<file path="src/logic/regfile_pkg.sv">
package regfile_pkg;

	// ==========================================================
	// Sizes of the register file
	// ==========================================================

	// Number of physical registers, each bank holds a full copy
	// of this address space
	localparam int pregs = 64;

	// Each write port owns exactly one bank, so this is also
	// the number of banks behind every read port
	localparam int wports = 4;

	// ==========================================================
	// Word types
	// ==========================================================

	// Physical register number, register 0 is the hardwired zero
	typedef logic [$clog2(pregs)-1:0] pregno_t;

	// One register value
	typedef logic [63:0] value_t;

	// Names a bank, which is the same as naming the write port
	// that last wrote a register
	typedef logic [$clog2(wports)-1:0] bank_sel_t;

endpackage

</file>
<file path="src/logic/rf_read_select.sv">
module rf_read_select #(
	parameter int read_ports = 4
) (
	input  regfile_pkg::pregno_t    [read_ports-1:0] ra,
	input  logic                                     wr0,
	input  logic                                     wr1,
	input  logic                                     wr2,
	input  logic                                     wr3,
	input  regfile_pkg::pregno_t                     wa0,
	input  regfile_pkg::pregno_t                     wa1,
	input  regfile_pkg::pregno_t                     wa2,
	input  regfile_pkg::pregno_t                     wa3,
	input  regfile_pkg::value_t                      i0,
	input  regfile_pkg::value_t                      i1,
	input  regfile_pkg::value_t                      i2,
	input  regfile_pkg::value_t                      i3,
	input  regfile_pkg::value_t     [read_ports-1:0] bank_dout0,
	input  regfile_pkg::value_t     [read_ports-1:0] bank_dout1,
	input  regfile_pkg::value_t     [read_ports-1:0] bank_dout2,
	input  regfile_pkg::value_t     [read_ports-1:0] bank_dout3,
	input  regfile_pkg::bank_sel_t  [read_ports-1:0] sel,
	output regfile_pkg::value_t     [read_ports-1:0] o
);

	import regfile_pkg::*;

	// Write ports and bank outputs gathered by port number, so the
	// selection below can index them with a loop or with sel
	logic                     wr_v   [wports];
	pregno_t                  wa_v   [wports];
	value_t                   i_v    [wports];
	value_t  [read_ports-1:0] dout_v [wports];

	assign wr_v   = '{wr0, wr1, wr2, wr3};
	assign wa_v   = '{wa0, wa1, wa2, wa3};
	assign i_v    = '{i0, i1, i2, i3};
	assign dout_v = '{bank_dout0, bank_dout1, bank_dout2, bank_dout3};

	// ==========================================================
	// Per-port selection
	// ==========================================================

	// Three levels, each overriding the one before it.
	// First the bank that the live value table names.
	// Then any same-cycle write to the address, visited from
	// port 0 upward so the highest matching port is left standing.
	// Last the zero register, which beats everything
	always_comb begin
		for (int p = 0; p < read_ports; p++) begin
			o[p] = dout_v[sel[p]][p];
			for (int w = 0; w < wports; w++) begin
				if (wr_v[w] && wa_v[w] == ra[p]) begin
					o[p] = i_v[w];
				end
			end
			if (ra[p] == '0) begin
				o[p] = '0;
			end
		end
	end

endmodule

</file>
<file path="config.mk">
export PLATFORM = sky130hd
export DESIGN_NAME = rf_read_select
export DESIGN_NICKNAME = d
export VERILOG_FILES = /design/src/logic/regfile_pkg.sv /design/src/logic/rf_read_select.sv
export SDC_FILE = /design/constraint.sdc
export NUM_CORES = 1
export LEC_CHECK = 0
export ABC_CLOCK_PERIOD_IN_PS = 3550
export CORE_AREA = 2 2 624 626
export DETAILED_ROUTE_END_ITERATION = 7
export DIE_AREA = 0 0 626 628
export DONT_BUFFER_PORTS = 1
export PLACE_DENSITY_LB_ADDON = 0.05
export SYNTH_ARGS = -nofsm -noshare
export SYNTH_HDL_FRONTEND = slang
export SYNTH_SLANG_ARGS = --single-unit
</file>
<file path="constraint.sdc">
create_clock -name vclk -period 3.55
set_input_delay 0.355 -clock vclk [all_inputs]
set_output_delay 0.355 -clock vclk [all_outputs]
set_load 0.01 [all_outputs]
</file>
==> run_results.csv <==
group,metric,value,unit
global_routing,antenna_found_initial,114,
drt,ant_nets,0,
cells_and_area,nNetsFinal,4011,
timing,rsz0062_at_grt,"false",
setup_path,cp-end-kind,"output port",
hold_path,hp-class,"input port to output port",
hold_path,worstHoldPathCells,2,
drt,first_iter_violations,2831,
cells_and_area,seq_cells,0,
flow_run,drv_cap,0,
power_and_ir_drop,p_leak,8.69,nW
timing,worst_pin_slew,1.32,ns
power_and_ir_drop,p_per_area,149,nW/um2
timing,min_period,3.50,ns
drt,wl_per_cell,41.1,um
global_routing,grt_max_degree,65,
status,outcome,"finished, final reports clean",
cells_and_area,num-clock-buffers,0,
timing,slew_headroom,11.3,%
global_routing,gr-usage-all-layers,15.7,%
hold_path,hold_path_end,"o[4]",
floorplan,core_area,387000,um2
clock_network,post_cts_buffers,0,
floorplan,ios,1596,
floorplan,die_y,628,um
timing,tns,0,ns
synth,yosys_warnings,0,
synth,synthesis.area,20400,um2
timing,fmax,286,MHz
power_and_ir_drop,power_frac_comb,100.0,%
place,port_buffers,0,
power_and_ir_drop,swShare,61.8,%
power_and_ir_drop,max-vdd-ir-drop,0.0000473,V
power_and_ir_drop,seqPwrFrac,0,%
setup_path,required,3.19,ns
place,routabilityCongestion,0.863,
drt,via_per_inst,3.43,
synth,yosysTopAreaCell,"mux4_2",
synth,ys_top_cells_by_count,"256 x a31oi_1, 256 x mux4_2, 220 x clkbuf_1, 197 x nor3_1",
drt,dr.pass1.iters,5,
timing,setup_violations,0,
synth,synth_nets,4018,
power_and_ir_drop,p_clk_share,0,%
synth,netlist_top_cells_area,"mux4_2 28%, a31oi_1 7.9%, and3_1 5.9%",
synth,netlist.area_leader.share,28.3,%
timing,hold_violations,0,
global_routing,gr-total-overflow,0,
power_and_ir_drop,p_switching,2.72,mW
power_and_ir_drop,intPower,1.68,mW
timing,drv_slew,0,
cells_and_area,area_growth,45.2,%
global_routing,grt_pass1_wl,393000,um
global_routing,first_global_vias,27600,
cells_and_area,drive_gt1_share,28.5,%
synth,yosysUniqueCellTypes,39,
floorplan,die-area,393000,um2
setup_path,cp-start-kind,"input port",
floorplan,initial_core_util,5.26,%
clock_network,hold_buffers,0,
drt,routed_wl,325000,um
floorplan,row_count,229,
place,dpl.hpwl,266000,um
setup_path,crit_type,"input port to output port",
cells_and_area,num-fill-cells,45300,
cells_and_area,fin_area,29500,um2
setup_path,cp_max_fo,37,
hold_path,min_from,"i2[4]",
floorplan,die_w,626,um
drt,vias,27100,
setup_path,critPathArrivalTime,3.15,ns
cells_and_area,seq_area,0,um2
synth,netlist_instances,2678,
synth,ys_seq_area_share,0,%
place,detailed_place.area,29400,um2
synth,syn_area_per_cell,7.60,um2
drt,route.detailed.drc,0,
timing,post-route-period-util,98.6,%
[cell type report]
cell class	instances	area, um2	share of cell area [%]
Tap cell	5197	6500	22.0
Multi-Input combinational cell	2078	18100	61.2
Antenna cell	38	95.1	0.322
Timing Repair Buffer	398	4130	14.0
Inverter	193	724	2.45
[what timing repair did]
item / in CTS / in global routing
gates resized for setup: 1 / 0
hold endpoints to repair: 0 / 0
endpoints found under the setup margin: 1 / 0
[critical path, stage by stage]
cell      delay (ns)
xor2_1          0.14
nor3_2          0.41
buf_12          0.36
nand2_8         0.28
buf_12          0.25
a211oi_1        0.87
o32ai_2         0.29
[how the worst max path moves through the flow]
stage	startpoint	to	slack [ns]	depth (start not counted)
3_5_place_dp	wa0[5]	o[193]	-0.14	8
6_report	wa0[5]	o[201]	0.05	7
5_1_grt	wa0[5]	o[255]	0.12	9
4_1_cts	wa0[5]	o[255]	0.07	9
3_3_place_gp	wa0[5]	o[193]	-0.18	8
2_1_floorplan	sel[0]	o[11]	1.31	6
[placed cells by master (no fill, tap or decap), types with 5 or more instances in the layout]
master	netlist	final
buf_4	9	306
mux4_2	256	256
a31oi_1	256	251
inv_1	193	193
nor3_1	197	193
and3_1	193	192
nand2_1	135	132
nand3_1	132	129
o311ai_1	128	128
o21ai_0	128	128
a211oi_1	128	127
a21boi_0	125	120
buf_12	0	91
nor2_1	68	68
o221ai_1	64	64
o22ai_1	64	62
o32ai_2	59	62
xnor2_1	55	55
xor2_1	41	41
diode_2	0	38
nand4_1	9	9
a21boi_1	3	8
nor3_4	1	5
a31oi_2	0	5
[through the flow]
step           setup WS, ns  total power, mW  hold slack (ns)  util [%]  cells
4_1_cts              0.0740             4.58            0.932      7.61   7866
3_5_place_dp         -0.141             4.56            0.932      7.61   7866
3_3_place_gp         -0.176             4.59            0.935      7.61   7866
2_1_floorplan          1.31             2.04            0.866         -   2678
5_1_grt               0.123             4.60            0.941      7.62   7878
6_report             0.0486             4.40            0.928      7.63   7904
[metal layers]
metal	wire length (um)	global-route usage, %
met3	21800	3.54
met4	3560	1.20
met5	343	0
met2	167000	29.0
met1	132000	19.0
[power groups by stage]
stage	sequential [mW]	clock (mW)	combinational (mW)
finish	0	0.000000901	4.40
detailed placement	0	0	4.56
CTS	0	0	4.58
floorplan	0	0	2.04
global route	0	0.000000459	4.60
global placement	0	0	4.59
[cells by family after synthesis]
family | synth area share (%)
AND/OR/NAND/NOR | 19.3
XOR/XNOR | 4.13
AO/OA/AOI/OAI | 35.7
buffers and inverters | 12.5
multiplexers | 28.3
No activity file was read; power rests on OpenSTA's default activity.
