File: src/logic/regfile_pkg.sv
package regfile_pkg;

	// ==========================================================
	// Sizes of the register file
	// ==========================================================

	// Number of physical registers, each bank holds a full copy
	// of this address space
	localparam int pregs = 64;

	// Each write port owns exactly one bank, so this is also
	// the number of banks behind every read port
	localparam int wports = 4;

	// ==========================================================
	// Word types
	// ==========================================================

	// Physical register number, register 0 is the hardwired zero
	typedef logic [$clog2(pregs)-1:0] pregno_t;

	// One register value
	typedef logic [63:0] value_t;

	// Names a bank, which is the same as naming the write port
	// that last wrote a register
	typedef logic [$clog2(wports)-1:0] bank_sel_t;

endpackage

File: src/logic/rf_live_value_table.sv
module rf_live_value_table #(
	parameter int read_ports = 4
) (
	input  logic                                     clk,
	input  logic                                     rst,
	input  logic                                     wr0,
	input  logic                                     wr1,
	input  logic                                     wr2,
	input  logic                                     wr3,
	input  regfile_pkg::pregno_t                     wa0,
	input  regfile_pkg::pregno_t                     wa1,
	input  regfile_pkg::pregno_t                     wa2,
	input  regfile_pkg::pregno_t                     wa3,
	input  regfile_pkg::pregno_t    [read_ports-1:0] ra,
	output regfile_pkg::bank_sel_t  [read_ports-1:0] sel
);

	import regfile_pkg::*;

	// Write strobes and addresses gathered by port number so the
	// update can walk them in order
	logic    wr_v [wports];
	pregno_t wa_v [wports];

	// One bank number per physical register
	bank_sel_t lvt [pregs];

	assign wr_v = '{wr0, wr1, wr2, wr3};
	assign wa_v = '{wa0, wa1, wa2, wa3};

	// ==========================================================
	// Table update
	// ==========================================================

	// After reset every register is owned by bank 0.
	// Ports are visited from 0 upward and each strobing port
	// records its own number at its address. When two ports hit
	// the same register the later assignment stands, so the
	// highest-numbered port owns the entry
	always_ff @(posedge clk) begin
		if (rst) begin
			for (int r = 0; r < pregs; r++) begin
				lvt[r] <= '0;
			end
		end else begin
			for (int w = 0; w < wports; w++) begin
				if (wr_v[w]) begin
					lvt[wa_v[w]] <= bank_sel_t'(w);
				end
			end
		end
	end

	// ==========================================================
	// Lookup
	// ==========================================================

	// Combinational lookup for every read port, this reflects the
	// writes up to the last edge only
	always_comb begin
		for (int p = 0; p < read_ports; p++) begin
			sel[p] = lvt[ra[p]];
		end
	end

	// Port 3 has top priority, so the edge after it writes a
	// register the table must name bank 3 for that register, no
	// matter what the other ports did in the same cycle
	assert property (@(posedge clk) disable iff (rst)
		wr3 |=> lvt[$past(wa3)] == bank_sel_t'(wports - 1));

endmodule

File: config.mk
export PLATFORM = sky130hd
export DESIGN_NAME = rf_live_value_table
export DESIGN_NICKNAME = d
export VERILOG_FILES = /design/src/logic/regfile_pkg.sv /design/src/logic/rf_live_value_table.sv
export SDC_FILE = /design/constraint.sdc
export NUM_CORES = 1
export LEC_CHECK = 0
export BUFFER_PORTS_ARGS = -buffer_cell sky130_fd_sc_hd__clkbuf_2
export CAP_MARGIN = 0
export CORE_AREA = 3 3 156 158
export DETAILED_ROUTE_END_ITERATION = 7
export DIE_AREA = 0 0 159 161
export PLACE_DENSITY = 0.69
export SLEW_MARGIN = 20
export SYNTH_ARGS = -nofsm -noshare
export SYNTH_HDL_FRONTEND = slang
export SYNTH_SLANG_ARGS = --single-unit
export TNS_END_PERCENT = 10
File: constraint.sdc
create_clock -name clk -period 1.9 [get_ports clk]
set_input_delay 0.19 -clock clk [delete_from_list [all_inputs] [get_ports clk]]
set_output_delay 0.19 -clock clk [all_outputs]
set_load 0.05 [all_outputs]
==> metrics.md <==
| Metric | Value |
|---|---|
| WS Path Type | flop to primary output |
| Slowest-stage cell, CP | mux4_2 |
| Worst Path Arrival | 2.21 ns |
| Reg clk slew, reported paths | 0.06 ns |
| HP Class | input pin to flop |
| Synthesized-area fraction occupied by adder cells | 0% |
| GP Congestion | 0.944 |
| Max Cap Viol | 0 |
| Synth area leaders | dfxtp_1 25%, mux4_2 23%, a311o_1 6.2% |
| Actual slew at the worst max-slew pin | 0.756 ns |
| DP HPWL | 31.0 mm |
| Top_reg_cell synth | dfxtp_1 |
| Drt wl/cell | 25.5 µm |
| Sequential area share after synthesis | 24.9% |
| Skew-Pair Late Insertion Delay | 0.41 ns |
| CP startpoint kind | flop |
| First-pass GRT wire length | 59.9 mm |
| Crit path cell chain | buf_4 > mux4_2 > nand2_1 > nand3_1 > o211ai_1 > o31ai_4 > buf_8 |
| DR vias/cell | 6.98 |
| Fmax | 0.416 GHz |
| Largest regs | lvt: 128 flops |
| Routed Antenna Nets | 0 |
| Compound-Gate Fraction of Synth Area | 23.4% |
| Final setup fails | 8 |
| Worst-path fanout max | 4 |
| DRT Pass-1 Iters | 6 |
| Reg2reg setup slack | 0.98 ns |
| Distinct cells, synth | 53 |
| Share of the synthesized area in the top cell type | 24.9% |
| Largest Register | lvt |
| Final wirelength | 39.7 mm |
| Antenna violations before repair | 0 |
| Largest family of logic cells by synthesized area | multiplexers |
| LEAKAGE | 0.00482 µW |
| Initial core utilization | 44.2% |
| Hold Vio Cnt, Final | 0 |
| Synth area leader | dfxtp_1 |
| Layout Area Growth over Synthesis | 26.7% |
| Worst EP required | 1.71 ns |
| CTS buffer count | 17 |
| Synthesized instance count | 1,061 |
| Worst Slack Setup Final | -0.502 ns |
| TNS Setup | -3.69 ns |
| H-tree Lvls | 4 |
| WP buf/inv | 2 |
| Power per standard cell area | 593 nW/µm² |
| Relative slew slack | 49.6% |
| Post-synthesis mux area share | 30.4% |
| VDD IR-drop max | 0.654 mV |
| Failing checks | negative setup slack |
| Gr ovfl total | 0 |
| Max reg flops | 128 |
| Clock network power share | 46.2% |
| Total GRT Usage | 30.0% |
| Final period util | 126% |
| Most frequent cells in the layout | 168 x buf_4, 149 x nor2_1, 109 x mux4_2, 97 x nand2_1, 86 x dfxtp_1 |
| Comb pwr share | 17.6% |
| Layout cells sized above 1 | 39.5% |
| Die W | 159 µm |
| Postcts setup bufs | 0 |
| Rows | 56 |
| Flop pwr share | 36.2% |
| Vias in the first global route | 10,200 |
| Routed vias | 10,900 |
| Iter 0 DRT Violations | 1,519 |
| Port buffer count | 61 |
| RSZ-0062 raised after global routing | true |
| Yosys warning count | 0 |
| Post-synth EDFFs | 0 |
| Drt drc | 0 |
| CP endpoint kind | primary output |
| Synth Cell Area | 10,300 µm² |
| Design area | 13,000 µm² |
| Area after DPL | 12,100 µm² |
| Core Box Area | 23,300 µm² |
| Asr flop ratio synth | 0% |
| FF+latch count, synth | 128 |
| Die H | 161 µm |
| CTS root buf | clkbuf_16 |
| Final nets | 1,280 |
| Setup Skew | 0 ns |
| Die ar. | 25,600 µm² |
| Status | finished with violations |
| Syn_nets | 1,115 |
| Sink Count | 128 |
| CTS Hold Bufs | 0 |
| Max stage delay on crit path | 0.45 ns |
| Post-Synth XOR/XNOR Area | 0% |
| Commonest non-fill, non-tap cell in the layout | buf_4 |
| CTS tree | built |
| Pint | 5640 µW |
| Net Sw Frac | 27.0% |
| Minimum clock period | 2.40 ns |
| Io pins | 62 |
| Max Buffers Root-to-Sink | 2 |
| Avg Synthesized Cell Area | 9.69 µm² |
| Largest net degree at the start of global routing | 65 |
| P_sw | 2090 µW |
| Simple-gate share of the synthesized area | 16.5% |
| Slew Limit Fails | 0 |
| Top delay family on crit path | compound AO/OA/AOI/OAI gates |
| Ant. Diodes | 0 |
metal layers:
layer / part of all wire, % / wire, µm / vias up / GRT usage, %
met5: 0 / 0 / - / 0
met4: 3.9 / 1550 / 0 / 10.5
met3: 14 / 5520 / 124 / 7.08
met2: 43 / 17000 / 889 / 45.2
met1: 39 / 15600 / 5267 / 42.6
li1: - / - / 4595 / -
path summary, 6_finish.rpt:
| path | from | endpoint | cells after the start |
|---|---|---|---|
| max reg2reg | lvt[56][0] | lvt[56][0] | 3 |
| min | wa3[4] | lvt[27][0] | 4 |
| max | lvt[38][0] | sel[4] | 7 |
| min reg2reg | lvt[47][1] | lvt[47][1] | 1 |
cell type report:
cell class,count,area (µm²)
flip-flops and latches,128,2630
multi-input cells,836,7460
fillers,2008,10200
clock buffers,17,425
clock inverters,14,216
repair buffers,243,1910
well taps,319,399
stage by stage:
| step | power, µW | util, % | std cells | hold WS (ns) | worst slack [ns] |
|---|---|---|---|---|---|
| final | 7730 | 56.0 | 1557 | 0.348 | -0.502 |
| after detailed placement | 4130 | 52.1 | 1527 | 0.562 | -0.351 |
| after global routing | 7910 | 56.0 | 1557 | 0.371 | -0.545 |
| after CTS | 7680 | 55.9 | 1557 | 0.332 | -0.468 |
| after floorplan | 3610 | - | 1061 | 0.449 | -0.0305 |
| after global placement | 4100 | 52.1 | 1527 | 0.563 | -0.341 |
power by group through the flow:
stage	combinational, µW	sequential (µW)	clock (µW)
after global routing	1430	2800	3690
final	1360	2800	3580
after detailed placement	1280	2850	0
after CTS	1330	2790	3560
after global placement	1250	2850	0
after floorplan	803	2810	0
synthesized netlist by cell type (6+ instances only):
cell / count
nor2_1: 149
dfxtp_1: 128
mux4_2: 107
nand2_1: 97
o22ai_1: 83
a311o_1: 64
a21oi_1: 48
clkbuf_1: 48
a21boi_0: 45
a22oi_1: 28
nor2b_1: 25
buf_2: 22
a31oi_1: 17
mux2_2: 17
mux4_1: 17
nand3_1: 12
buf_4: 11
nand2b_1: 11
buf_1: 8
nand3b_1: 8
a21boi_1: 7
buf_6: 7
nor3b_2: 7
o21ai_0: 7
and2_1: 6
mux2i_1: 6
nand4_1: 6
o31ai_1: 6
repair_timing:
| item | 4_1_cts | 5_1_grt |
|---|---|---|
| setup endpoints to repair | 8 | 8 |
| pin swaps | 19 | 3 |
| gates resized for setup | 79 | 16 |
cell families after synthesis:
| kind of cell | Yosys count |
|---|---|
| DFF | 128 |
| muxes | 148 |
| AOI/OAI and AO/OA | 332 |
| and+or+nand+nor | 356 |
| buffers and inverters | 97 |
worst min-delay path: stages:
cell,delay (ns)
clkbuf_2,0.12
nand4_1,0.08
buf_4,0.22
o22ai_1,0.10
Power figures use the tool's default switching activity.
